<file path="config.mk">
export PLATFORM = sky130hd
export DESIGN_NAME = cdb_arbiter
export DESIGN_NICKNAME = d
export VERILOG_FILES = /design/src/logic/core_sizes_pkg.sv /design/src/logic/cdb_arbiter.sv
export SDC_FILE = /design/constraint.sdc
export NUM_CORES = 1
export LEC_CHECK = 0
export ABC_AREA = 1
export ABC_CLOCK_PERIOD_IN_PS = 900
export BUFFER_PORTS_ARGS = -buffer_cell sky130_fd_sc_hd__buf_2
export CAP_MARGIN = 20
export CORE_UTILIZATION = 36
export DETAILED_ROUTE_END_ITERATION = 6
export PLACE_DENSITY = 0.84
export SYNTH_ARGS = -nofsm -noshare
export SYNTH_HDL_FRONTEND = slang
export SYNTH_SLANG_ARGS = --single-unit
</file>
<file path="constraint.sdc">
create_clock -name clk -period 0.9 [get_ports clk]
set_clock_uncertainty 0.05 [all_clocks]
set_input_delay 0.045 -clock clk [delete_from_list [all_inputs] [get_ports clk]]
set_output_delay 0.045 -clock clk [all_outputs]
set_load 0.02 [all_outputs]
</file>
<file path="src/logic/core_sizes_pkg.sv">
// Widths of the execution slice: register numbers, ROB tags and data words
// Shared by every RTL block and the testbench through scoped names
`default_nettype none

package core_sizes_pkg;

    // Physical register file depth
    localparam int PREG_COUNT = 64;

    typedef logic [$clog2(PREG_COUNT)-1:0] preg_idx_t;
    typedef logic [4:0]                    rob_id_t;
    typedef logic [31:0]                   word_t;
    typedef logic [31:0]                   imm_t;

endpackage

`default_nettype wire

</file>
<file path="src/logic/cdb_arbiter.sv">
// Picks one unit result per cycle, multiplier first, and registers it onto the CDB
`timescale 1ns/1ns
`default_nettype none

module cdb_arbiter (
    input  wire logic                  clk,
    input  wire logic                  rst,
    input  wire logic                  alu_res_valid,
    output logic                       alu_res_ready,
    input  core_sizes_pkg::preg_idx_t  alu_res_preg,
    input  core_sizes_pkg::rob_id_t    alu_res_rob,
    input  core_sizes_pkg::word_t      alu_res_value,
    input  wire logic                  mul_res_valid,
    output logic                       mul_res_ready,
    input  core_sizes_pkg::preg_idx_t  mul_res_preg,
    input  core_sizes_pkg::rob_id_t    mul_res_rob,
    input  core_sizes_pkg::word_t      mul_res_value,
    output logic                       cdb_valid,
    output core_sizes_pkg::preg_idx_t  cdb_preg,
    output core_sizes_pkg::rob_id_t    cdb_rob,
    output core_sizes_pkg::word_t      cdb_value
);

    // ALU waits whenever the multiplier has a result
    assign mul_res_ready = mul_res_valid;
    assign alu_res_ready = alu_res_valid && !mul_res_valid;

    always_ff @(posedge clk) begin
        if (rst) begin
            cdb_valid <= 1'b0;
        end else begin
            cdb_valid <= mul_res_valid || alu_res_valid;
        end
    end

    always_ff @(posedge clk) begin
        cdb_preg  <= mul_res_valid ? mul_res_preg  : alu_res_preg;
        cdb_rob   <= mul_res_valid ? mul_res_rob   : alu_res_rob;
        cdb_value <= mul_res_valid ? mul_res_value : alu_res_value;
    end

endmodule

`default_nettype wire

</file>
# Word level (Yosys, flattened, before mapping)

Cells that the tools add are included.

Flip-flop bits (word level): 44
Input bits: 90
Output and inout port bits: 46

Multiplexer cells: 3
Reductions and logical operators: 3

Operators with widths:

| operator            | number |
|---|---|
| $mux W32            | 1 |
| $mux W6             | 1 |
| $mux W5             | 1 |
| $logic_and A1 B1 Y1 | 1 |
| $logic_not A1 Y1    | 1 |
| $logic_or A1 B1 Y1  | 1 |

# Depth between registers and ports, before layout

Word-level depth: 2
Mapped depth: 5

# Least setup slack after synthesis

Ideal clock, no wire load.

Kind: input -> output
Start: input port mul_res_valid
End: output port alu_res_ready
Arrival: 0.626 ns
Slack: 0.179 ns
Stages on the path: 3
Path buffers: 2
Cell sequence: buf_6 buf_4 nor2_1

Word-level cells in the longest chain between the ends: 2

RTL lines:

| what                | RTL line          | RTL |
|---|---|---|
| start, declared     | cdb_arbiter.sv:13 | `input wire logic mul_res_valid,` |
| $logic_not A1 Y1    | cdb_arbiter.sv:26 | `assign alu_res_ready = alu_res_valid && !mul_res_valid;` |
| $logic_and A1 B1 Y1 | cdb_arbiter.sv:26 |  |
| end, declared       | cdb_arbiter.sv:9  | `output logic alu_res_ready,` |

No other way between the ends.

# Worst setup path after layout

Start: register cdb_value[8]
End: output port cdb_value[8]

RTL lines:

| what                   | RTL line          | RTL |
|---|---|---|
| start, declared        | cdb_arbiter.sv:21 | `output core_sizes_pkg::word_t cdb_value` |
| start signal, assigned | cdb_arbiter.sv:39 | `cdb_value <= mul_res_valid ? mul_res_value : alu_res_value;` |

No word-level cell between the ends.

==> impl_metrics.env <==
export IMPL_critPathMaxFanout=1
export IMPL_row_count=22
export IMPL_synth_area_leaders="dfxtp_1 (59%), nand2_1 (33%), buf_6 (3.8%), buf_4 (2.5%), nor2_1 (0.76%)"
export IMPL_max_vdd_ir_drop_mv=1.20
export IMPL_io_buffers=135
export IMPL_fp_dieH_um=66.2
export IMPL_drtPass1Iterations=5
export IMPL_clkSlewWorstSetupHoldPaths_ps=80
export IMPL_numCtsBuffers=5
export IMPL_n_antenna_cell=0
export IMPL_ys_ff_latch=44
export IMPL_post_cts_buffers=0
export IMPL_mostFrequentLayoutCell="nand2_1"
export IMPL_final_core_util=0.832
export IMPL_critPathTopFamily="flip-flops"
export IMPL_vias=1993
export IMPL_seq_area_um2=882
export IMPL_status="completed"
export IMPL_die_w_um=66.2
export IMPL_hpwl_um=2840
export IMPL_drcViolationCount=0
export IMPL_cts_root_buffer="clkbuf_8"
export IMPL_maxSlewHeadroom=0.793
export IMPL_yosysWarnings=0
export IMPL_drt_initial_drc_count=108
export IMPL_wl_um=6130
export IMPL_fill_cells=229
export IMPL_grt_pass1_wl_um=9240
export IMPL_dr_wl_met2_um=3440
export IMPL_final_area_um2=3160
export IMPL_cp_cell_sequence="buf_2"
export IMPL_grt_pass1_vias=2205
export IMPL_worstPathArrival_ps=780
export IMPL_max_stage_delay_ps=320
export IMPL_power_leakage_nw=1.75
export IMPL_required_ps=810
export IMPL_m1WireLength_um=2000
export IMPL_yosysSeqAreaShare=0.594
export IMPL_ant_nets=0
export IMPL_synth_cell_types=7
export IMPL_stdcell_count=459
export IMPL_io_pins=136
export IMPL_start_util=0.390
export IMPL_yosysTopAreaCellShare=0.594
export IMPL_worstMarginPinSlew_ps=311
export IMPL_grt_max_degree=44
export IMPL_syn_to_final_growth_pct=113
export IMPL_fmax_ghz=1.14
export IMPL_dp_cells=363
export IMPL_synth_area_leader_cell="dfxtp_1"
export IMPL_wl_met3_um=456
export IMPL_placed_cell_area_um2=2150
export IMPL_highest_layer="met4"
export IMPL_slew_viol_final=0
export IMPL_clk_path_buf_depth=2
export IMPL_cp_start_kind="flop"
export IMPL_gp_congestion=0.711
export IMPL_crit_path_end_kind="primary output"
export IMPL_crit_buf_inv=1
export IMPL_holdWs_ps=82.1
export IMPL_final_setup_viol_count=0
export IMPL_multi_input_comb_area_um2=495
export IMPL_antenna_found_initial=0
export IMPL_syn_inst=188
export IMPL_drive_gt1_frac=0.355
export IMPL_die_area_um2=4380
export IMPL_maxCapViolCount=0
export IMPL_avgRoutedWirePerCell_um=13.4
export IMPL_cp_slowest_cell="dfxtp_1"
export IMPL_hp_class="in -> reg"
export IMPL_min_period_ps=877
export IMPL_coreArea_um2=3800
export IMPL_nets=500
export IMPL_ctsHtreeMaxLevel=2
export IMPL_via_per_inst=4.34
export IMPL_finalHoldViolCount=0
export IMPL_grt_ovfl_total=0
export IMPL_syn_num_nets=278
export IMPL_final_cell_mix="nand2_1 (129), buf_2 (127), dlygate4sd3_1 (88), dfxtp_1 (43), buf_4 (9)"
export IMPL_power_density_nw_per_um2=1490
export IMPL_path_class="reg -> out"
export IMPL_grtUsageTotal=0.291
export IMPL_min_period_over_period=0.974
export IMPL_synth_avg_cell_area_um2=7.89
export IMPL_fin_setup_tns_ps=0
export IMPL_cts_sinks=44
export IMPL_synth_area_um2=1480
export IMPL_cts_tree="done"
[sequential cells by signal, summed over array words and instances (netlist names)]
name,cells
cdb_rob,5
cdb_value,32
cdb_preg,6
cdb_valid,1
[Yosys cell counts]
cell type	n
nor2_1	3
inv_1	1
buf_4	5
inv_6	1
dfxtp_1	44
buf_6	5
nand2_1	129
[final timing paths]
kind,start,to,slack (ps),cells past startpoint
setup / recovery,cdb_value[8]$_DFF_P_,cdb_value[8],20,1
hold / removal,mul_res_valid,cdb_value[19]$_DFF_P_,80,3
[per-layer routing]
metal  global-route usage  vias up
met4                0.197        0
met5                    0        -
met1                0.236      870
met3               0.0724       22
met2                0.589      103
li1                     -      998
[logic make-up (layout without fill, tap and decap cells)]
| group | count (synthesis) | count (layout) | share of synthesized area |
|---|---|---|---|
| buf+inv | 12 | 235 | 0.0717 |
| flops | 44 | 44 | 0.594 |
| simple gates | 132 | 132 | 0.334 |
[metrics by stage]
stage	power (mW)	setup slack [ps]
after global placement	2.94	130
after global routing	4.95	-13.1
final	4.71	23.2
after CTS	4.69	21.9
after detailed placement	2.97	110
after floorplan	2.61	179
[layout make-up]
cell class,count,share of cell area
inverter,2,0.00396
sequential,44,0.279
clock inverter,2,0.0111
tap,48,0.0190
timing repair buffer,225,0.507
clock buffer,6,0.0230
multi-input combinational,132,0.157
[power breakdown]
part,switching [mW],leakage (nW),internal (mW)
Combinational,0.549,1.32,0.585
Sequential,0.0408,0.371,2.10
Clock,0.608,0.0552,0.823
[timing repair]
| item | 4_1_cts | 5_1_grt |
|---|---|---|
| gates resized for setup | 0 | 9 |
| hold endpoints to repair | 44 | 0 |
| hold buffers | 88 | 0 |
| endpoints found under the setup margin | 0 | 8 |
No activity file was read; power rests on OpenSTA's default activity.
