`config.mk`:
```
export PLATFORM = sky130hd
export DESIGN_NAME = mul_unit
export DESIGN_NICKNAME = d
export VERILOG_FILES = /design/src/logic/core_sizes_pkg.sv /design/src/logic/exec_ops_pkg.sv /design/src/logic/mul_unit.sv
export SDC_FILE = /design/constraint.sdc
export NUM_CORES = 1
export LEC_CHECK = 0
export ABC_AREA = 1
export BUFFER_PORTS_ARGS = -buffer_cell sky130_fd_sc_hd__buf_4
export CAP_MARGIN = 10
export CORE_UTILIZATION = 50
export DETAILED_ROUTE_END_ITERATION = 6
export GPL_TIMING_DRIVEN = 1
export PLACE_DENSITY = 0.69
export SLEW_MARGIN = 20
export SYNTH_ARGS = -nofsm -noshare
export SYNTH_HDL_FRONTEND = slang
export SYNTH_SLANG_ARGS = --single-unit
```
`constraint.sdc`:
```
create_clock -name clk -period 7.7 [get_ports clk]
set_input_delay 0.385 -clock clk [delete_from_list [all_inputs] [get_ports clk]]
set_output_delay 0.385 -clock clk [all_outputs]
set_load 0.02 [all_outputs]
```
`src/logic/core_sizes_pkg.sv`:
```
// Widths of the execution slice: register numbers, ROB tags and data words
// Shared by every RTL block and the testbench through scoped names
`default_nettype none

package core_sizes_pkg;

    // Physical register file depth
    localparam int PREG_COUNT = 64;

    typedef logic [$clog2(PREG_COUNT)-1:0] preg_idx_t;
    typedef logic [4:0]                    rob_id_t;
    typedef logic [31:0]                   word_t;
    typedef logic [31:0]                   imm_t;

endpackage

`default_nettype wire

```
`src/logic/exec_ops_pkg.sv`:
```
// Operation encoding, functional unit selection and multiplier FSM states
`default_nettype none

package exec_ops_pkg;

    typedef enum logic [2:0] {
        OP_ADD = 3'd0,
        OP_SUB = 3'd1,
        OP_AND = 3'd2,
        OP_XOR = 3'd3,
        OP_SLL = 3'd4,
        OP_IMM = 3'd5,
        OP_MUL = 3'd6
    } op_t;

    // Kept here so waveform viewers show the state names
    typedef enum logic [1:0] {
        MUL_IDLE = 2'd0,
        MUL_BUSY = 2'd1,
        MUL_DONE = 2'd2
    } mul_state_t;

    // Everything that is not a multiply goes to the ALU
    function automatic logic is_mul(op_t op);
        return op == OP_MUL;
    endfunction

endpackage

`default_nettype wire

```
`src/logic/mul_unit.sv`:
```
// Iterative multiplier, one MUL_CHUNK-bit slice of b per busy cycle
// Returns the low word of the product, takes no new work while busy or holding
`timescale 1ns/1ns
`default_nettype none

module mul_unit #(
    parameter int MUL_CHUNK = 8
) (
    input  wire logic                  clk,
    input  wire logic                  rst,
    input  wire logic                  issue_valid,
    output logic                       issue_ready,
    input  core_sizes_pkg::preg_idx_t  rd,
    input  core_sizes_pkg::rob_id_t    rob,
    input  core_sizes_pkg::word_t      a,
    input  core_sizes_pkg::word_t      b,
    output logic                       res_valid,
    input  wire logic                  res_ready,
    output core_sizes_pkg::preg_idx_t  res_preg,
    output core_sizes_pkg::rob_id_t    res_rob,
    output core_sizes_pkg::word_t      res_value
);

    localparam int STEPS = $bits(core_sizes_pkg::word_t) / MUL_CHUNK;
    localparam int CNT_W = (STEPS > 1) ? $clog2(STEPS) : 1;

    exec_ops_pkg::mul_state_t state_q;
    logic [CNT_W-1:0]         step_q;
    core_sizes_pkg::word_t    a_q, b_q, acc_q;

    assign issue_ready = (state_q == exec_ops_pkg::MUL_IDLE);
    assign res_valid   = (state_q == exec_ops_pkg::MUL_DONE);
    assign res_value   = acc_q;

    always_ff @(posedge clk) begin
        if (rst) begin
            state_q <= exec_ops_pkg::MUL_IDLE;
            step_q  <= '0;
        end else begin
            case (state_q)
                exec_ops_pkg::MUL_IDLE: begin
                    if (issue_valid) begin
                        state_q <= exec_ops_pkg::MUL_BUSY;
                        step_q  <= '0;
                    end
                end
                exec_ops_pkg::MUL_BUSY: begin
                    step_q <= step_q + CNT_W'(1);
                    if (step_q == CNT_W'(STEPS - 1)) begin
                        state_q <= exec_ops_pkg::MUL_DONE;
                    end
                end
                exec_ops_pkg::MUL_DONE: begin
                    if (res_ready) state_q <= exec_ops_pkg::MUL_IDLE;
                end
                default: state_q <= exec_ops_pkg::MUL_IDLE;
            endcase
        end
    end

    // a moves up as b moves down, so each partial product lands in place
    always_ff @(posedge clk) begin
        if (issue_valid && issue_ready) begin
            a_q      <= a;
            b_q      <= b;
            acc_q    <= '0;
            res_preg <= rd;
            res_rob  <= rob;
        end else if (state_q == exec_ops_pkg::MUL_BUSY) begin
            acc_q <= acc_q + a_q * core_sizes_pkg::word_t'(b_q[MUL_CHUNK-1:0]);
            a_q   <= a_q << MUL_CHUNK;
            b_q   <= b_q >> MUL_CHUNK;
        end
    end

endmodule

`default_nettype wire

```
== Word-level counts from Yosys, hierarchy flattened ==
Index checks and enable logic that the tools add are counted.

* $add $sub $neg: 2
* Multipliers: 1
* Equal/unequal tests: 6
* Muxes and demuxes: 10
* Reduce and logical (&&, ||, !) cells: 6

{| class="wikitable"
|+ Operator list
! operator !! number
|-
| 32-bit 2-to-1 mux || 4
|-
| 32-bit adder || 1
|-
| 32-bit by 8-bit multiplier with 32-bit output || 1
|-
| 2-bit 2-to-1 mux || 4
|-
| 2-bit case mux with 3 select lines || 1
|-
| 2-bit == test, second input constant || 2
|-
| 2-bit != test, second input constant || 2
|-
| 2-bit case mux with 2 select lines || 1
|-
| 2-bit nonzero test || 2
|-
| 3-bit AND reduction || 1
|-
| 2-bit by 1-bit adder with 2-bit output, second input constant || 1
|-
| 2-bit by 1-bit == test with 1-bit output, second input constant || 1
|-
| 2-bit zero test || 1
|-
| 2-bit by 1-bit != test with 1-bit output, second input constant || 1
|-
| 2-bit AND reduction || 1
|-
| 1-bit logical AND || 1
|}

* Flip-flop bits (word level): 111
* Output and inout bits: 45
* Logic and storage cells: 32

== Longest topological paths before layout ==
* Depth after elaboration: 3
* Gate-level depth with buffers: 25
* Depth with buffers taken out: 23

== Least setup slack after synthesis ==
No wires, ideal clock.

* Path kind: flip-flop to flip-flop
* Start point: register b_q[2]
* End point: register acc_q[22], in the netlist res_value[22]
* Arrival: 4.311 ns
* Path slack: 3.275 ns
* Cell stages (with the launch flop): 21
* Path buffers: 2
* Clock period less this slack: 4.425 ns
* Path through: edfxtp_1 clkbuf_1 buf_1 nand2_1 fa_1 fa_1 inv_1 fa_1 inv_1 fa_1 inv_1 ha_1 a21oi_1 o21ai_0 nand2_1 nand3_2 a21o_1 nand2_1 nand2_1 o21bai_1 inv_1

* Longest elaborated chain between the ends: 2

{| class="wikitable"
|+ RTL lines
! item !! RTL line !! source
|-
| start: declaration || mul_unit.sv:29 || <nowiki>core_sizes_pkg::word_t a_q, b_q, acc_q;</nowiki>
|-
| start signal: assignment || mul_unit.sv:72 || <nowiki>b_q <= b_q >> MUL_CHUNK;</nowiki>
|-
| 32-bit by 8-bit multiplier with 32-bit output || mul_unit.sv:70 || <nowiki>acc_q <= acc_q + a_q * core_sizes_pkg::word_t'(b_q[MUL_CHUNK-1:0]);</nowiki>
|-
| 32-bit adder || mul_unit.sv:70 ||
|-
| end signal: assignment || mul_unit.sv:70 ||
|-
| end: declaration || mul_unit.sv:29 ||
|}

Every way passes these cells.
A chain may end at the register's enable or synchronous reset.

== Worst setup path in the final report ==
* Start point: register b_q[0]
* End point: register acc_q[30], in the netlist res_value[30]

The elaborated chain is that of the path after synthesis.

==> impl_metrics.json <==
{
  "row_count": 57,
  "grt_usage": 0.2613,
  "ys_ff_latch": 111,
  "cts_tree": "yes",
  "fin_crit_sh": 0.6694,
  "regArea_um2": 2973,
  "reg2reg_depth": 19,
  "setup_tns_ps": 0,
  "ys_seq_area_frac": 0.2338,
  "status": "finished clean",
  "final_common_cell": "nand2_1",
  "endpoint_kind": "flip-flop",
  "port_buffers": 123,
  "clockBufferDepth": 2,
  "synth_edf_count": 75,
  "cts.clk_slew.worst_paths_ps": 90,
  "crit_type": "reg -> reg",
  "syn-num-nets": 1980,
  "fmax_mhz": 194.0,
  "drt-wirelength-per-cell_um": 15.40,
  "die_h_um": 161.5,
  "synthMuxAreaShare": 0,
  "r2r_start": "b_q[0]",
  "grt_pass1_vias": 10700,
  "cts_setup_buffers": 0,
  "cts_hold_buf": 0,
  "grt_overflow": 0,
  "grt_max_degree": 61,
  "rr_endpoint": "res_value[30]",
  "synth_ff_type": "edfxtp_1",
  "grt-busiest-layer": "met2",
  "drive_gt1_frac": 0.1011,
  "via_per_inst": 4.925,
  "required_ps": 7960,
  "area_growth_syn_to_layout_pct": 11.29,
  "min_to": "res_rob[4]",
  "use_met2": 0.4447,
  "cts_sinks": 111,
  "setup_violations": 0,
  "min-delay-start": "rob[4]",
  "synth_top_family_by_area": "adder cells",
  "numCtsBuffers": 9,
  "synth_area_um2": 12710,
  "routed_wirelength_mm": 31.94,
  "cts_resized": 0,
  "gp_congestion": 0.9544,
  "ant_nets": 0,
  "drv_cap": 0,
  "layout.nets": 2053,
  "period_needed_ps": 5154,
  "whs_path_depth": 1,
  "synthSimpleGateAreaFrac": 0.2013,
  "hold_viol": 0,
  "critPathLaunchType": "flip-flop",
  "use_met1": 0.3455,
  "synth_compound_area_frac": 0.05334,
  "synthArstFlopShare": 0,
  "rsz0062_at_grt": "no",
  "dieArea_um2": 26070,
  "clk_latency_ps": 370,
  "firstDrtPassIters": 5,
  "pin_count": 124,
  "hpwlAfterDp_mm": 24.73,
  "crit_fanout": 18,
  "antenna_found_initial": 0,
  "yosysWarnings": 0,
  "syn_inst": 1673,
  "drt_iter0_markers": 683,
  "syn_area_per_cell_um2": 7.599,
  "coreArea_um2": 24600,
  "hp-class": "in -> reg",
  "grt_first_pass_wirelength_mm": 53.29,
  "arrival_ps": 5410,
  "start_util": 0.5167,
  "tightest_slew_ps": 961.6,
  "synth.distinct_cells": 40,
  "n_fill_cell": 2332,
  "dieWidth_um": 161.5,
  "synth_xor_area_frac": 0.007578,
  "groute.layer.met3.usage": 0.04520,
  "multiInputGateArea_um2": 7595,
  "drc": 0,
  "synth_fa_ha_area_frac": 0.3342,
  "relSlewSlack": 0.3582,
  "root_buffer": "clkbuf_16",
  "fin_skew_ps": 18.63,
  "antenna_cells": 0,
  "ctsHtreeMaxLevel": 3,
  "final_cell_mix": "497 x nand2_1, 496 x inv_1, 186 x fa_1, 135 x buf_4, 75 x edfxtp_1",
  "vias": 10210,
  "finalMaxSlewViolations": 0,
  "rrSetupSlack_ps": 2550
}
## critical path, cell delays in order (launching register included)
cell and delay, ps:
edfxtp_1 840, buf_4 360, nand2_1 110, fa_1 510
inv_1 50, fa_1 490, fa_1 550, inv_1 50
fa_1 480, inv_1 50, ha_1 320, a21oi_1 200
a21boi_1 340, o21bai_1 160, a21oi_1 240, nand2_1 70
nand2_1 60, nand3_1 60, nand2_1 70, inv_1 30
## sequential cells by signal, summed over array words and instances, names as in the netlist
signal / flops
a_q: 32
b_q: 32
res_value: 32
res_preg: 6
res_rob: 5
state_q: 2
step_q: 2
## routing by layer
metal | routed length [um] | up-vias
met5 | 0 | -
met1 | 13870 | 4940
li1 | - | 4936
met4 | 555 | 0
met2 | 15340 | 306
met3 | 2168 | 32
## stage by stage
stage	hold slack (ps)	setup WS (ps)	instance area, um2	util	cells
4_1_cts	183.1	2588	14150	0.5750	2074
2_1_floorplan	428.3	3275	12710	-	1673
3_3_place_gp	442.3	2747	13850	0.5630	2059
6_report	191.3	2546	14150	0.5750	2074
5_1_grt	183.7	2256	14150	0.5750	2074
3_5_place_dp	456.4	2610	13850	0.5630	2059
## final cells by class
class                      instances  share of cell area
multi-input combinational        992              0.5368
sequential                       111              0.2101
inverter                         497              0.1319
timing repair buffer             135             0.07163
tap                              324             0.02865
clock buffer                      10             0.01618
clock inverter                     5            0.004687
## how the worst max path moves through the flow
stage	from	slack (ps)	to
3_3_place_gp	b_q[0]	2750	res_value[24]
2_1_floorplan	b_q[2]	3280	res_value[22]
5_1_grt	b_q[0]	2260	res_value[24]
6_report	b_q[0]	2550	res_value[30]
4_1_cts	b_q[0]	2590	res_value[30]
3_5_place_dp	b_q[0]	2610	res_value[30]
## synth_stat cells (5+ instances only)
library cell	n	area, um2
a21oi_1	46	230.2
buf_2	9	45.04
clkbuf_1	59	221.5
dfxtp_1	36	720.7
edfxtp_1	75	2252
fa_1	186	3724
ha_1	42	525.5
inv_1	496	1862
nand2_1	499	1873
nand2_2	8	50.05
nand3_1	44	220.2
nand3_2	5	50.05
nand4_1	5	31.28
nor2_1	56	210.2
o211ai_1	10	75.07
o21ai_0	42	210.2
o21bai_1	10	75.07
xor2_1	10	87.58
## cells by family (layout without fill, tap and decap cells)
group                      Yosys count  count (layout)
adders and majority gates          228             228
and+or+nand+nor                    633             633
xor gates and xnor gates            11              11
DFF                                111             111
buffers and inverters              570             647
AOI/OAI and AO/OA                  120             120
Power is left out: the tool's default activity adds up to more than one toggle a clock period on the data nets, which glitch-free logic cannot reach.
