==> config.mk <==
export PLATFORM = sky130hd
export DESIGN_NAME = alu_unit
export DESIGN_NICKNAME = d
export VERILOG_FILES = /design/src/logic/core_sizes_pkg.sv /design/src/logic/exec_ops_pkg.sv /design/src/logic/alu_unit.sv
export SDC_FILE = /design/constraint.sdc
export NUM_CORES = 1
export LEC_CHECK = 0
export BUFFER_PORTS_ARGS = -buffer_cell sky130_fd_sc_hd__buf_2
export CELL_PAD_IN_SITES_DETAIL_PLACEMENT = 0
export CELL_PAD_IN_SITES_GLOBAL_PLACEMENT = 2
export CORE_ASPECT_RATIO = 1.75
export CORE_MARGIN = 2
export CORE_UTILIZATION = 31
export DETAILED_ROUTE_END_ITERATION = 7
export PLACE_DENSITY = 0.84
export SYNTH_ARGS = -nofsm -noshare
export SYNTH_HDL_FRONTEND = slang
export SYNTH_SLANG_ARGS = --single-unit
==> constraint.sdc <==
create_clock -name clk -period 7.95 [get_ports clk]
set_clock_uncertainty 0.15 [all_clocks]
set_input_delay 1.59 -clock clk [delete_from_list [all_inputs] [get_ports clk]]
set_output_delay 1.59 -clock clk [all_outputs]
set_load 0.02 [all_outputs]
==> src/logic/core_sizes_pkg.sv <==
// Widths of the execution slice: register numbers, ROB tags and data words
// Shared by every RTL block and the testbench through scoped names
`default_nettype none

package core_sizes_pkg;

    // Physical register file depth
    localparam int PREG_COUNT = 64;

    typedef logic [$clog2(PREG_COUNT)-1:0] preg_idx_t;
    typedef logic [4:0]                    rob_id_t;
    typedef logic [31:0]                   word_t;
    typedef logic [31:0]                   imm_t;

endpackage

`default_nettype wire

==> src/logic/exec_ops_pkg.sv <==
// Operation encoding, functional unit selection and multiplier FSM states
`default_nettype none

package exec_ops_pkg;

    typedef enum logic [2:0] {
        OP_ADD = 3'd0,
        OP_SUB = 3'd1,
        OP_AND = 3'd2,
        OP_XOR = 3'd3,
        OP_SLL = 3'd4,
        OP_IMM = 3'd5,
        OP_MUL = 3'd6
    } op_t;

    // Kept here so waveform viewers show the state names
    typedef enum logic [1:0] {
        MUL_IDLE = 2'd0,
        MUL_BUSY = 2'd1,
        MUL_DONE = 2'd2
    } mul_state_t;

    // Everything that is not a multiply goes to the ALU
    function automatic logic is_mul(op_t op);
        return op == OP_MUL;
    endfunction

endpackage

`default_nettype wire

==> src/logic/alu_unit.sv <==
// Single-cycle ALU, result held in a register until the CDB arbiter takes it
`timescale 1ns/1ns
`default_nettype none

module alu_unit (
    input  wire logic                  clk,
    input  wire logic                  rst,
    input  wire logic                  issue_valid,
    output logic                       issue_ready,
    input  exec_ops_pkg::op_t          op,
    input  core_sizes_pkg::preg_idx_t  rd,
    input  core_sizes_pkg::rob_id_t    rob,
    input  core_sizes_pkg::imm_t       imm,
    input  core_sizes_pkg::word_t      a,
    input  core_sizes_pkg::word_t      b,
    output logic                       res_valid,
    input  wire logic                  res_ready,
    output core_sizes_pkg::preg_idx_t  res_preg,
    output core_sizes_pkg::rob_id_t    res_rob,
    output core_sizes_pkg::word_t      res_value
);

    core_sizes_pkg::word_t alu_out;
    logic                  issue_fire;

    // Free, or the held result leaves this cycle
    assign issue_ready = !res_valid || res_ready;
    assign issue_fire  = issue_valid && issue_ready;

    always_comb begin
        case (op)
            exec_ops_pkg::OP_ADD: alu_out = a + b;
            exec_ops_pkg::OP_SUB: alu_out = a - b;
            exec_ops_pkg::OP_AND: alu_out = a & b;
            exec_ops_pkg::OP_XOR: alu_out = a ^ b;
            exec_ops_pkg::OP_SLL: alu_out = a << b[4:0];
            exec_ops_pkg::OP_IMM: alu_out = imm;
            default:              alu_out = '0;
        endcase
    end

    always_ff @(posedge clk) begin
        if (rst) begin
            res_valid <= 1'b0;
        end else if (issue_fire) begin
            res_valid <= 1'b1;
        end else if (res_ready) begin
            res_valid <= 1'b0;
        end
    end

    always_ff @(posedge clk) begin
        if (issue_fire) begin
            res_preg  <= rd;
            res_rob   <= rob;
            res_value <= alu_out;
        end
    end

endmodule

`default_nettype wire

## Yosys cells after proc, flatten, opt, wreduce, memory -nomap -nowiden

Index checks and enable logic that the tools add are counted.

- Register bits after elaboration: 44
- Latch bits: 0
- RAM bits: 0
- Memory bits (read-only): 0
- Input port bits: 114
- Memories: 0

- Add/sub/neg operators: 2
- Multiply operators: 0
- Divide/modulo/power cells: 0
- Order comparisons: 0
- Equal/unequal tests: 5
- Shifts and indexed selects: 1
- Multiplexer cells: 3
- Bitwise logic cells: 2
- Reductions and logical operators: 5

Operators by type and width:

| cell | number |
|---|---|
| one-hot mux 32 bit (6 select lines) | 1 |
| adder 32 bit | 1 |
| AND 32 bit | 1 |
| << shifter 32 x 5 -> 32 bit | 1 |
| subtractor 32 bit | 1 |
| XOR 32 bit | 1 |
| == test 3 x 2 -> 1 bit, second input constant | 2 |
| == test 3 bit, second input constant | 2 |
| == test 3 x 1 -> 1 bit, second input constant | 1 |
| zero test 3 bit | 1 |
| two-way mux 1 bit | 2 |
| nonzero test 2 bit | 1 |
| logical AND 1 bit | 1 |
| zero test 1 bit | 1 |
| logical OR 1 bit | 1 |

## Logic depth before layout (Yosys ltp)

- Depth in word-level cells: 4
- Depth in mapped cells: 22

## Worst setup path after synthesis

No wires, ideal clock.

- Kind: in2reg
- From: input port b[0]
- To: register res_value[31], data pin
- Library setup time: 0.277 ns
- Data arrival time: 5.297 ns
- Setup slack: 2.226 ns
- Stages: 22
- Buffers on the path: 4
- Cell sequence: buf_2 buf_2 inv_1 buf_2 ha_1 nand2_1 or3_1 nor3_1 nand4b_1 or2_1 o21ai_1 xor2_1 ha_1 clkbuf_1 nand2_1 o21ai_0 a211oi_1 nor2_1 o22a_1 o41ai_4 xnor2_1 o221ai_1

- Cells in the longest elaborated chain, start to end: 2
- Elaborated cells on any way between the ends: 4

RTL lines:

| element | RTL line | source |
|---|---|---|
| from (decl) | alu_unit.sv:15 | `input core_sizes_pkg::word_t b,` |
| subtractor 32 bit, or another cell as far along | alu_unit.sv:33 | `exec_ops_pkg::OP_SUB: alu_out = a - b;` |
| one-hot mux 32 bit (6 select lines) * | alu_unit.sv:31 | `case (op)` |
| net alu_out[31] | alu_unit.sv:23 | `core_sizes_pkg::word_t alu_out;` |
| to (signal assigned) | alu_unit.sv:56 | `res_value <= alu_out;` |
| to (decl) | alu_unit.sv:20 | `output core_sizes_pkg::word_t res_value` |

Mark *: on every way through the listed nets, which the timed path passes. The rest lies on a longest branch.
A chain may end at the register's enable or synchronous reset.

## Final worst setup path

- From: input port b[1]
- To: register res_value[24], data pin

The elaborated chain is that of the path after synthesis.

==> metrics.md <==
| Metric | Value |
|---|---|
| Peak VDD IR | `0.0730 mV` |
| Slowest stage delay, CP | `660 ps` |
| Hold path endpoint | `res_valid` |
| Largest net degree at the start of global routing | `48` |
| RSZ-0062 raised after global routing | `no` |
| IO buf count | `158` |
| I/O pin count | `159` |
| Worst Tran Pin Value | `1000 ps` |
| Post-synthesis sequential area ratio | `19.8%` |
| R2r endpoint | `res_value[15]` |
| Worst setup path class | `primary input to flip-flop` |
| Static leakage | `0.00332 µW` |
| CP Buf/Inv Count | `3` |
| Final Util | `37.0%` |
| Final worst slack | `1640 ps` |
| P&R area growth vs syn | `16.9%` |
| Peak Freq | `158 MHz` |
| Main synth FF type | `edfxtp_1` |
| Post-synth cell types | `68` |
| Setup Buffers After CTS | `0` |
| Comb power frac | `51.6%` |
| Clock Power Share | `21.8%` |
| Synth warnings | `0` |
| Max cap viols | `0` |
| Routability cong. | `0.966` |
| CTS Buf Count | `5` |
| First-pass GRT wire length | `38.9 mm` |
| TritonCTS clock tree | `done` |
| Synth Cell Area | `6620 µm²` |
| Area leader, netlist | `edfxtp_1` |
| Initial Util | `31.6%` |
| Tmin final | `6310 ps` |
| P_int | `643 µW` |
| WP depth | `17` |
| Grt total ovfl | `0` |
| DR DRC count | `0` |
| Final setup fails | `0` |
| Tot GR Track Use | `22.7%` |
| Hold path depth | `2` |
| Min-Delay Startpoint | `res_valid` |
| Worst reg2reg setup slack | `6170 ps` |
| Die W | `114 µm` |
| Post-DR vias/cell | `5.85` |
| Clk slew on worst S/H paths | `60 ps` |
| RR Startpoint | `res_valid` |
| Later-pin clock latency in the skew report | `290 ps` |
| Syn_nets | `968` |
| Clk sinks | `44` |
| Die span in y | `197 µm` |
| Slew Limit Fails | `0` |
| Core Area | `20900 µm²` |
| Wire per inst | `22.2 µm` |
| Worst slew margin | `33.0%` |
| Synth top area cells | `edfxtp_1 19%, ha_1 12%, mux2i_1 7.0%, mux4_2 5.4%, nand2_1 5.1%` |
| Share of cells above drive strength 1 | `24.3%` |
| Final hold vios | `0` |
| Pre-CTS setup slack | `1440 ps` |
| Number of synthesized register bits | `44` |
| Critical Path AT | `6170 ps` |
| Hold WC Path Type | `flip-flop to flip-flop` |
| WL final | `25.8 mm` |
| PD cells | `141 nW/µm²` |
| Post-synth EDFFs | `43` |
| Kind of cell adding the most delay to the critical path | `simple AND/OR/NAND/NOR gates` |
| Root buf cell | `clkbuf_16` |
| H-tree levels | `2` |
| Commonest cells in the netlist | `90 x nand2_1, 65 x ha_1, 64 x o21ai_0` |
| Cells after Synth | `788` |
| Psw | `448 µW` |
| Reg2reg path depth | `2` |
| Post-cts sizing count | `0` |
| Setup TNS Final | `0 ps` |
| Post-route antenna net violation count | `0` |
| Crit path required time | `7810 ps` |
| Tcrit/Tclk final | `79.4%` |
| Slowest cell on crit path | `nor4_1` |
| Setup crit end kind | `flip-flop` |
| Initial antenna violation count | `0` |
| Worst Setup Start Kind | `primary input` |
| Top-area cell type share of the netlist area | `19.5%` |
| Crit-path cells | `buf_2 -> inv_1 -> ha_1 -> nand2_1 -> or3_1 -> nor3_1 -> inv_1 -> o21ai_0 -> xor2_1 -> ha_1 -> and2_1 -> a21boi_0 -> nand2b_1 -> nor4_1 -> o41ai_1 -> xnor2_1 -> o21ai_0` |
| Vias in the first global route | `6748` |
| 1st-iter DRT viols | `484` |
| Vias | `6792` |
| Sw frac | `41.0%` |
| Final layout net count | `1089` |
| CTS Buffer Depth | `2` |
| Drt pass-1 iters | `5` |
| Most common cell in the synthesized netlist | `nand2_1` |
| Row count | `70` |
| FILL cells | `2227` |
| Reg power frac | `26.6%` |
| Synthesized area per cell | `8.40 µm²` |
| Die area | `22600 µm²` |
| Maximum fanout along the worst path | `42` |
| Hpwl dp | `21.5 mm` |
| Status | `complete, no violations` |
| Post-CTS Hold Fix Bufs | `0` |
| Antenna cell count | `0` |
| Post-synth ARST share | `0%` |
[placed cells by master, fill, tap and decap left out, types with 11 or more instances in the layout]
master / instances
mux4_2: 16
a21oi_1: 63
buf_2: 158
nor3_1: 16
a221oi_1: 11
nand2_1: 90
ha_1: 65
a21o_1: 11
o21ai_0: 64
xnor2_1: 27
nand3_1: 11
xor2_1: 30
o221ai_1: 16
nand2b_1: 11
a211oi_1: 13
inv_1: 16
mux2i_1: 46
edfxtp_1: 43
mux2_2: 21
nor2_1: 57
[worst min-delay path: stages, from the launching register on]
cell and delay [ps]:
dfxtp_1 310, nand2b_1 100, a21oi_1 70
[registers in the layout (all words and copies together), names as in the netlist]
signal     count
res_valid      1
res_rob        5
res_value     32
res_preg       6
[cells by family (layout without fill, tap and decap cells)]
family / after synthesis / in the layout / share of synthesized area, %
AOI/OAI and AO/OA: 235 / 235 / 23.1
xor gates and xnor gates: 57 / 57 / 7.54
adders and majority gates: 66 / 66 / 12.6
buffers and inverters: 66 / 188 / 4.02
DFF: 44 / 44 / 19.8
muxes: 83 / 83 / 16.0
and+or+nand+nor: 237 / 237 / 17.0
[routing by layer]
| layer | vias up | share of wire, % | track usage [%] |
|---|---|---|---|
| li1 | 3230 | - | - |
| met1 | 3223 | 38 | 26.3 |
| met2 | 274 | 52 | 41.3 |
| met3 | 65 | 5.2 | 1.69 |
| met4 | 0 | 5.1 | 11.5 |
| met5 | - | 0 | 0 |
[final cells by class]
cell class / instances / area [µm²] / share of cell area [%]
Sequential cell: 44 / 1310 / 16.9
Tap cell: 252 / 315 / 4.07
Clock buffer: 5 / 125 / 1.62
Multi-Input combinational cell: 678 / 5050 / 65.2
Timing Repair Buffer: 164 / 836 / 10.8
Clock inverter: 3 / 46.3 / 0.598
Inverter: 16 / 60.1 / 0.776
[metrics by stage]
step	instances	power, µW	instance area (µm²)	hold slack (ps)
after floorplan	788	656	6620	579
after global placement	1154	851	7570	346
after detailed placement	1154	849	7570	354
after CTS	1162	1090	7740	364
after global routing	1162	1160	7740	400
final	1162	1090	7740	368
[power groups by stage]
stage                     Combinational [µW]  Clock, µW  Sequential (µW)
after floorplan                          331          0              325
after global placement                   555          0              296
after detailed placement                 553          0              296
after CTS                                555        245              291
after global routing                     612        252              293
final                                    562        238              291
[how the worst max path moves through the flow]
stage	start	to	slack [ps]
CTS	b[1]	res_value[24]	1750
detailed placement	b[1]	res_value[24]	1440
global route	b[1]	res_value[24]	1220
finish	b[1]	res_value[24]	1640
global placement	b[1]	res_value[24]	1510
floorplan	b[0]	res_value[31]	2230
Power figures use the tool's default switching activity.
