File: src/logic/core_sizes_pkg.sv
// Widths of the execution slice: register numbers, ROB tags and data words
// Shared by every RTL block and the testbench through scoped names
`default_nettype none

package core_sizes_pkg;

    // Physical register file depth
    localparam int PREG_COUNT = 64;

    typedef logic [$clog2(PREG_COUNT)-1:0] preg_idx_t;
    typedef logic [4:0]                    rob_id_t;
    typedef logic [31:0]                   word_t;
    typedef logic [31:0]                   imm_t;

endpackage

`default_nettype wire

File: src/logic/exec_ops_pkg.sv
// Operation encoding, functional unit selection and multiplier FSM states
`default_nettype none

package exec_ops_pkg;

    typedef enum logic [2:0] {
        OP_ADD = 3'd0,
        OP_SUB = 3'd1,
        OP_AND = 3'd2,
        OP_XOR = 3'd3,
        OP_SLL = 3'd4,
        OP_IMM = 3'd5,
        OP_MUL = 3'd6
    } op_t;

    // Kept here so waveform viewers show the state names
    typedef enum logic [1:0] {
        MUL_IDLE = 2'd0,
        MUL_BUSY = 2'd1,
        MUL_DONE = 2'd2
    } mul_state_t;

    // Everything that is not a multiply goes to the ALU
    function automatic logic is_mul(op_t op);
        return op == OP_MUL;
    endfunction

endpackage

`default_nettype wire

File: src/logic/issue_queue.sv
// Wait queue between dispatch and the two functional units
// Wakes entries from the CDB and issues the oldest ready entry per unit
`timescale 1ns/1ns
`default_nettype none

module issue_queue #(
    parameter int IQ_DEPTH = 8
) (
    input  wire logic                  clk,
    input  wire logic                  rst,
    input  wire logic                  dispatch_valid,
    output logic                       dispatch_ready,
    input  exec_ops_pkg::op_t          dispatch_op,
    input  core_sizes_pkg::preg_idx_t  dispatch_rs1,
    input  core_sizes_pkg::preg_idx_t  dispatch_rs2,
    input  core_sizes_pkg::preg_idx_t  dispatch_rd,
    input  core_sizes_pkg::rob_id_t    dispatch_rob,
    input  core_sizes_pkg::imm_t       dispatch_imm,
    input  wire logic                  disp_rs1_pending,
    input  wire logic                  disp_rs2_pending,
    input  wire logic                  cdb_valid,
    input  core_sizes_pkg::preg_idx_t  cdb_preg,
    output logic                       alu_issue_valid,
    input  wire logic                  alu_issue_ready,
    output exec_ops_pkg::op_t          alu_issue_op,
    output core_sizes_pkg::preg_idx_t  alu_issue_rd,
    output core_sizes_pkg::rob_id_t    alu_issue_rob,
    output core_sizes_pkg::imm_t       alu_issue_imm,
    output core_sizes_pkg::preg_idx_t  alu_issue_rs1,
    output core_sizes_pkg::preg_idx_t  alu_issue_rs2,
    output logic                       mul_issue_valid,
    input  wire logic                  mul_issue_ready,
    output core_sizes_pkg::preg_idx_t  mul_issue_rd,
    output core_sizes_pkg::rob_id_t    mul_issue_rob,
    output core_sizes_pkg::preg_idx_t  mul_issue_rs1,
    output core_sizes_pkg::preg_idx_t  mul_issue_rs2
);

    localparam int IDX_W = $clog2(IQ_DEPTH);
    localparam int AGE_W = IDX_W + 2;

    logic [IQ_DEPTH-1:0]       valid_q, valid_n, p1_q, p2_q;
    logic                      ready_q;
    exec_ops_pkg::op_t         op_q  [IQ_DEPTH];
    core_sizes_pkg::preg_idx_t rs1_q [IQ_DEPTH];
    core_sizes_pkg::preg_idx_t rs2_q [IQ_DEPTH];
    core_sizes_pkg::preg_idx_t rd_q  [IQ_DEPTH];
    core_sizes_pkg::rob_id_t   rob_q [IQ_DEPTH];
    core_sizes_pkg::imm_t      imm_q [IQ_DEPTH];
    logic [AGE_W-1:0]          age_q [IQ_DEPTH];

    logic             alu_found, mul_found, alu_fire, mul_fire, disp_fire;
    logic [IDX_W-1:0] alu_sel, mul_sel, ins_sel;

    assign dispatch_ready = ready_q;
    assign disp_fire      = dispatch_valid && dispatch_ready;
    assign alu_fire       = alu_issue_valid && alu_issue_ready;
    assign mul_fire       = mul_issue_valid && mul_issue_ready;

    // Oldest ready entry per unit, lowest free slot for insertion
    always_comb begin
        alu_found = 1'b0;
        mul_found = 1'b0;
        alu_sel   = '0;
        mul_sel   = '0;
        ins_sel   = '0;
        for (int i = IQ_DEPTH - 1; i >= 0; i--) begin
            if (!valid_q[i]) begin
                ins_sel = IDX_W'(i);
            end
        end
        for (int i = 0; i < IQ_DEPTH; i++) begin
            if (valid_q[i] && !p1_q[i] && !p2_q[i]) begin
                if (exec_ops_pkg::is_mul(op_q[i])) begin
                    if (!mul_found || age_q[i] > age_q[mul_sel]) begin
                        mul_found = 1'b1;
                        mul_sel   = IDX_W'(i);
                    end
                end else if (!alu_found || age_q[i] > age_q[alu_sel]) begin
                    alu_found = 1'b1;
                    alu_sel   = IDX_W'(i);
                end
            end
        end
    end

    always_comb begin
        valid_n = valid_q;
        if (alu_fire) valid_n[alu_sel] = 1'b0;
        if (mul_fire) valid_n[mul_sel] = 1'b0;
        if (disp_fire) valid_n[ins_sel] = 1'b1;
    end

    always_ff @(posedge clk) begin
        if (rst) begin
            valid_q <= '0;
            ready_q <= 1'b0;
        end else begin
            valid_q <= valid_n;
            ready_q <= |(~valid_n);
        end
    end

    always_ff @(posedge clk) begin
        for (int i = 0; i < IQ_DEPTH; i++) begin
            if (cdb_valid && rs1_q[i] == cdb_preg) p1_q[i] <= 1'b0;
            if (cdb_valid && rs2_q[i] == cdb_preg) p2_q[i] <= 1'b0;
            // Saturating, ties fall to the lower slot
            if (disp_fire && valid_q[i] && age_q[i] != '1) begin
                age_q[i] <= age_q[i] + AGE_W'(1);
            end
        end
        if (disp_fire) begin
            op_q[ins_sel]  <= dispatch_op;
            rs1_q[ins_sel] <= dispatch_rs1;
            rs2_q[ins_sel] <= dispatch_rs2;
            rd_q[ins_sel]  <= dispatch_rd;
            rob_q[ins_sel] <= dispatch_rob;
            imm_q[ins_sel] <= dispatch_imm;
            age_q[ins_sel] <= '0;
            // OP_IMM reads no sources
            p1_q[ins_sel]  <= disp_rs1_pending && dispatch_op != exec_ops_pkg::OP_IMM;
            p2_q[ins_sel]  <= disp_rs2_pending && dispatch_op != exec_ops_pkg::OP_IMM;
        end
    end

    assign alu_issue_valid = alu_found;
    assign alu_issue_op    = op_q[alu_sel];
    assign alu_issue_rd    = rd_q[alu_sel];
    assign alu_issue_rob   = rob_q[alu_sel];
    assign alu_issue_imm   = imm_q[alu_sel];
    assign alu_issue_rs1   = rs1_q[alu_sel];
    assign alu_issue_rs2   = rs2_q[alu_sel];

    assign mul_issue_valid = mul_found;
    assign mul_issue_rd    = rd_q[mul_sel];
    assign mul_issue_rob   = rob_q[mul_sel];
    assign mul_issue_rs1   = rs1_q[mul_sel];
    assign mul_issue_rs2   = rs2_q[mul_sel];

endmodule

`default_nettype wire

File: config.mk
export PLATFORM = sky130hd
export DESIGN_NAME = issue_queue
export DESIGN_NICKNAME = d
export VERILOG_FILES = /design/src/logic/core_sizes_pkg.sv /design/src/logic/exec_ops_pkg.sv /design/src/logic/issue_queue.sv
export SDC_FILE = /design/constraint.sdc
export NUM_CORES = 1
export LEC_CHECK = 0
export BUFFER_PORTS_ARGS = -buffer_cell sky130_fd_sc_hd__buf_2
export CAP_MARGIN = 20
export CELL_PAD_IN_SITES_DETAIL_PLACEMENT = 1
export CELL_PAD_IN_SITES_GLOBAL_PLACEMENT = 1
export CORE_UTILIZATION = 50
export CTS_CLUSTER_DIAMETER = 50
export DETAILED_ROUTE_END_ITERATION = 8
export PLACE_DENSITY_LB_ADDON = 0.1
export SKIP_LAST_GASP = 1
export SLEW_MARGIN = 40
export SYNTH_ARGS = -nofsm -noshare
export SYNTH_HDL_FRONTEND = slang
export SYNTH_SLANG_ARGS = --single-unit
File: constraint.sdc
create_clock -name clk -period 17 [get_ports clk]
set_input_delay 1.7 -clock clk [delete_from_list [all_inputs] [get_ports clk]]
set_output_delay 1.7 -clock clk [all_outputs]
set_load 0.02 [all_outputs]
Yosys cells after proc, flatten, opt, wreduce, memory -nomap -nowiden
Memory sizes are Yosys's and may differ from the RTL's.
Index checks and enable logic that the tools add are counted.
{ "totals": {"reg_bits": 25, "elab_cells": 321, "inputBits": 72, "mem_count": 7, "ramBits": 504, "out_inout_bits": 84} }
{ "classes": {"add_sub_neg": 8, "n_reduce_logical": 101, "eq_ne": 33, "magnitude_cmp": 19, "bitwise": 6, "mux": 143} }
{ "memory_table": {"columns": ["name", "words", "word_bits", "rd", "rd_clocked_by_memory_dff", "wr", "line", "text"], "rows": [
  ["imm_q", 8, 32, 1, 0, 1, "issue_queue.sv:49", "core_sizes_pkg::imm_t imm_q [IQ_DEPTH];"],
  ["rd_q", 8, 6, 2, 0, 1, "issue_queue.sv:47", "core_sizes_pkg::preg_idx_t rd_q [IQ_DEPTH];"],
  ["rs1_q", 8, 6, 10, 0, 1, "issue_queue.sv:45", "core_sizes_pkg::preg_idx_t rs1_q [IQ_DEPTH];"],
  ["rs2_q", 8, 6, 10, 0, 1, "issue_queue.sv:46", "core_sizes_pkg::preg_idx_t rs2_q [IQ_DEPTH];"],
  ["age_q", 8, 5, 20, 0, 9, "issue_queue.sv:50", "logic [AGE_W-1:0] age_q [IQ_DEPTH];"],
  ["rob_q", 8, 5, 2, 0, 1, "issue_queue.sv:48", "core_sizes_pkg::rob_id_t rob_q [IQ_DEPTH];"],
  ["1 more memories", null, null, null, null, null, null, null]
]} }
{ "op_table": {"columns": ["cell", "count"], "rows": [
  ["3-bit two-way mux", 44],
  ["6-bit equality test", 16],
  ["1-bit two-way mux", 89],
  ["5-bit greater-than comparator", 13],
  ["1-bit logical AND", 56],
  ["5-bit by 1-bit adder with 5-bit output, second input constant", 8],
  ["8-bit two-way mux", 5],
  ["5-bit != test, second input constant", 8],
  ["1-bit logical NOT", 30],
  ["3-bit equality test, second input constant", 8],
  ["8-bit NOT", 3],
  ["8-bit AND", 2],
  ["8-bit bitwise mux", 2],
  ["1-bit logical OR", 14],
  ["3-bit by 4-bit less-than comparator with 1-bit output, second input constant", 3],
  ["1-bit demux with 3-bit select", 3],
  ["3-bit by 1-bit >= comparator with 1-bit output, second input constant", 3],
  ["8-bit bitwise OR", 1],
  ["8-bit OR reduction", 1],
  ["3-bit != test, second input constant", 1]
]} }

Longest topological paths before layout
An unclocked memory read counts as a cell.
{ "depth": {"ltp_word": 58, "depth_mapped": 76, "ltp_nobuf": 65} }

Least setup slack after synthesis
OpenSTA, ideal clock, no wires.
{ "synth_timing": {"path_type": "flip-flop to output port", "start": "memory age_q[0][1] in the netlist's numbering", "end": "output port alu_issue_imm[19]", "arrival_ns": 12.898, "setup_slack_ns": 2.402, "t_required_ns": 15.300, "path_buffers": 8, "path_stages_with_launch": 66, "cell_sequence": "dfxtp_1 clkbuf_1 inv_1 ha_1 nor2b_1 o21ai_0 nand3b_1 nand2_1 mux2i_1 ha_1 nand4_1 o21bai_1 o221ai_1 o21a_1 clkbuf_1 a21o_1 ha_1 a21o_1 [... 30 more ...] o21ai_0 inv_1 and2_1 clkbuf_1 inv_1 a221oi_1 a221oi_1 ha_1 a21oi_1 o21ai_0 o21ai_0 o21ai_1 a21oi_1 buf_2 buf_2 mux2_2 a221oi_1 o221ai_1"} }
{ "synth_lines": {"columns": ["item", "line", "text"], "rows": [
  ["from (decl)", "issue_queue.sv:50", null],
  ["to (decl)", "issue_queue.sv:28", "output core_sizes_pkg::imm_t alu_issue_imm,"]
]} }

==> reports/metrics.csv <==
stage;metric;value;unit
die;die_h;233;um
logic_synthesis;synth_edf_count;464;
die;fp.dieW;233;um
worst_setup_path;r2r-start;age_q[0][3];
global_routing;grt_first_pass_wirelength;133000;um
power_and_ir_drop;pwr-share-seq;47.7;%
logic_synthesis;synthFlopType;edfxtp_1;
cts;path_clk_slew;50;ps
cts;cts_tree;yes;
cts;htreeDepth;3;
power_and_ir_drop;power_frac_comb;6.5;%
run_status;outcome;complete, no violations;
worst_hold_path;whs_endpoint;p1_q[1];
worst_setup_path;slowest_stage;or4_1;
flow_run;maxCapViolations;0;
detailed_routing;wl;89200;um
worst_setup_path;critPathArrivalTime;14560;ps
sta;slew_headroom;42.6;%
logic_synthesis;synth_cell_types;73;
worst_setup_path;max_stage_delay;550;ps
logic_synthesis;ys_async_sr_fraction;0;%
detailed_routing;dr.first_iter.drc_count;1977;
sta;fmax;61.5;MHz
worst_setup_path;critical_path_class;register to primary output;
placement;placedInstanceArea;28700;sq um
sta;skew;23.9;ps
detailed_routing;wl_per_cell;28.9;um
power_and_ir_drop;p_sw_share;23.2;%
worst_setup_path;cp-start-kind;register;
worst_hold_path;min_path_type;register to register;
sta;drv_slew;0;
final_layout;area_delta_synth_final;16.5;%
die;initial_core_util;50.7;%
global_routing;grt_pass1_vias;21300;
final_layout;fin_area;31100;sq um
power_and_ir_drop;pwr-share-clk;45.8;%
worst_setup_path;reg2regPathDepth;67;
cts;cts_root_buffer;clkbuf_16;
sta;whs;486;ps
global_routing;grt_max_degree;67;
logic_synthesis;syn-cell-area;26700;sq um
die;ios;156;
sta;fin_crit_sh;95.6;%
sta;setup_tns;0;ps
detailed_routing;vias;20300;
worst_setup_path;r2r_end;dispatch_ready;
sta;fin_crit;16260;ps
cts;clkLatencyLatePin;610;ps
logic_synthesis;yosysSeqAreaShare;57.1;%
cts;cts-buffers-inserted;66;
logic_synthesis;syn_inst;2176;
final_layout;layout_commonest_cell;edfxtp_1;
detailed_routing;drc_errors;0;
detailed_routing;via_per_inst;6.59;
sta;hold_violations;0;
global_routing;antenna_found_initial;4;
logic_synthesis;synth_nets;2329;
global_routing;grtUsageTotal;32.9;%
placement;io_buffers;155;
sta;setup_viol;0;
cts;ctsHoldBuffers;0;
logic_synthesis;yosysWarnings;0;
cts;cts_buffer_depth;3;
worst_setup_path;crit_fanout;24;
logic_synthesis;yosysTopAreaCell;edfxtp_1;
final_layout;fin_nets;2505;
final_layout;drive_gt1_share;19.5;%
logic_synthesis;yosysTopAreaCellShare;52.2;%
power_and_ir_drop;leakage;12.2;nW
final_layout;final_cell_mix;edfxtp_1 (464), mux2i_1 (176), buf_2 (155), a21oi_1 (125), nor2_1 (111);
die;coreArea;52700;sq um
sta;worstMarginPinSlew;861;ps
power_and_ir_drop;power.density;97.5;nW/um^2
cts;cts.sinks;529;
worst_setup_path;reg2reg_slack;2970;ps
placement;gp_congestion;1.00;
detailed_routing;ant_nets;0;
power_and_ir_drop;internal-power;2.33;mW
global_routing;grt_overflow;0;
worst_setup_path;required;15300;ps
worst_hold_path;hp-start;p1_q[1];
logic_synthesis;avgSynthCellArea;12.3;sq um
detailed_routing;firstDrtPassIters;5;
logic_synthesis;synth.area.top_cells;edfxtp_1 (52%), mux2i_1 (6.7%), dfxtp_1 (4.9%);
worst_setup_path;worstSetupEndpointType;primary output;
worst_hold_path;holdPathStages;2;
logic_synthesis;ys_seq_elements;529;
die;die_area;54300;sq um
power_and_ir_drop;switchingPower;704;uW
power_and_ir_drop;ir_drop;90.2;uV
final_layout;utilization;59.1;%
placement;hpwl;56800;um
die;rows;84;
-- state kept, by name, indices dropped and copies added, names as in the netlist --
signal          cells
rob_q              40
p2_q                8
age_q              40
rs1_q              48
op_q               24
rd_q               48
p1_q                8
rs2_q              48
valid_q             8
imm_q             256
dispatch_ready      1
-- power by group through the flow --
stage               Clock [mW]  Sequential [mW]  Combinational (mW)
CTS                       1.41             1.44               0.195
detailed placement           0             1.47               0.193
floorplan                    0             1.47               0.118
global placement             0             1.47               0.186
global route              1.45             1.45               0.214
finish                    1.39             1.45               0.198
-- metal layers --
metal,GRT usage [%],wire length (um),vias to the layer above
met2,54.6,43300,866
met4,11.9,2690,4
met1,43.2,36800,10400
met5,0,27,-
li1,-,-,8838
met3,5.92,6420,193
-- worst max-delay path by stage --
stage	from	endpoint	slack, ps	cells after the start
3_3_place_gp	age_q[0][1]	alu_issue_imm[13]	640	60
5_1_grt	age_q[0][2]	mul_issue_rd[4]	-90	69
6_report	age_q[0][3]	mul_issue_rd[4]	740	67
2_1_floorplan	age_q[0][1]	alu_issue_imm[19]	2400	65
4_1_cts	age_q[0][4]	alu_issue_imm[13]	4	62
3_5_place_dp	age_q[0][1]	alu_issue_imm[13]	-10	61
-- logic make-up (layout without fill, tap and decap cells) --
group,Yosys count,in the layout,synth area share [%]
and+or+nand+nor,535,535,10.3
DFF,529,529,57.1
AOI/OAI and AO/OA,485,485,12.3
muxes,249,249,9.67
buffers and inverters,177,401,2.88
xor gates and xnor gates,120,120,3.94
adders and majority gates,81,81,3.80
other,0,2,0
-- Yosys cell counts (9+ instances only) --
master and count:
xor2_1 58, edfxtp_1 464, dfxtp_1 65, clkbuf_1 99, buf_2 15, a221oi_1 67, a21oi_1 126, a21o_1 10
a211oi_1 15, o21ai_0 94, or4_1 20, nand3b_1 9, ha_1 81, nand2_1 99, o21ai_1 12, nor3b_1 10
o221ai_1 64, nor2_1 120, o21a_1 9, nand3_1 101, and3_1 82, a31oi_1 12, mux2i_1 178, buf_4 13
nand4_1 31, xnor2_1 62, nor2b_1 14, inv_1 36, nor3_1 18, mux2_2 67, o41ai_1 17
-- through the flow --
stage	instances	power, mW	setup slack (ps)
4_1_cts	3079	3.04	4.39
5_1_grt	3089	3.11	-86.7
6_report	3090	3.03	742
3_3_place_gp	2961	1.66	644
2_1_floorplan	2176	1.58	2400
3_5_place_dp	2963	1.66	-11.0
-- final cells by class --
class | count | area [sq um]
fillers | 5263 | 21600
diodes | 2 | 5.00
inverters | 38 | 146
clock buffers | 74 | 1680
multi-input cells | 1470 | 10900
well taps | 688 | 861
clock inverters | 42 | 443
flip-flops and latches | 529 | 15200
repair buffers | 247 | 1790
-- worst max-delay path, delay by kind of cell, from the launching register on --
kind	cells	cell delay, ps
mux	2	210
simple gates	21	3590
compound gates	27	5650
buf+inv	10	1950
fa+ha+maj	7	2050
flops	1	430
-- what timing repair did --
action | CTS | global route
cloned | 0 | 1
gates resized for setup | 6 | 35
endpoints found under the setup margin | 58 | 81
setup buffers | 0 | 7
pin swaps | 0 | 0
No activity file was read; power rests on OpenSTA's default activity.
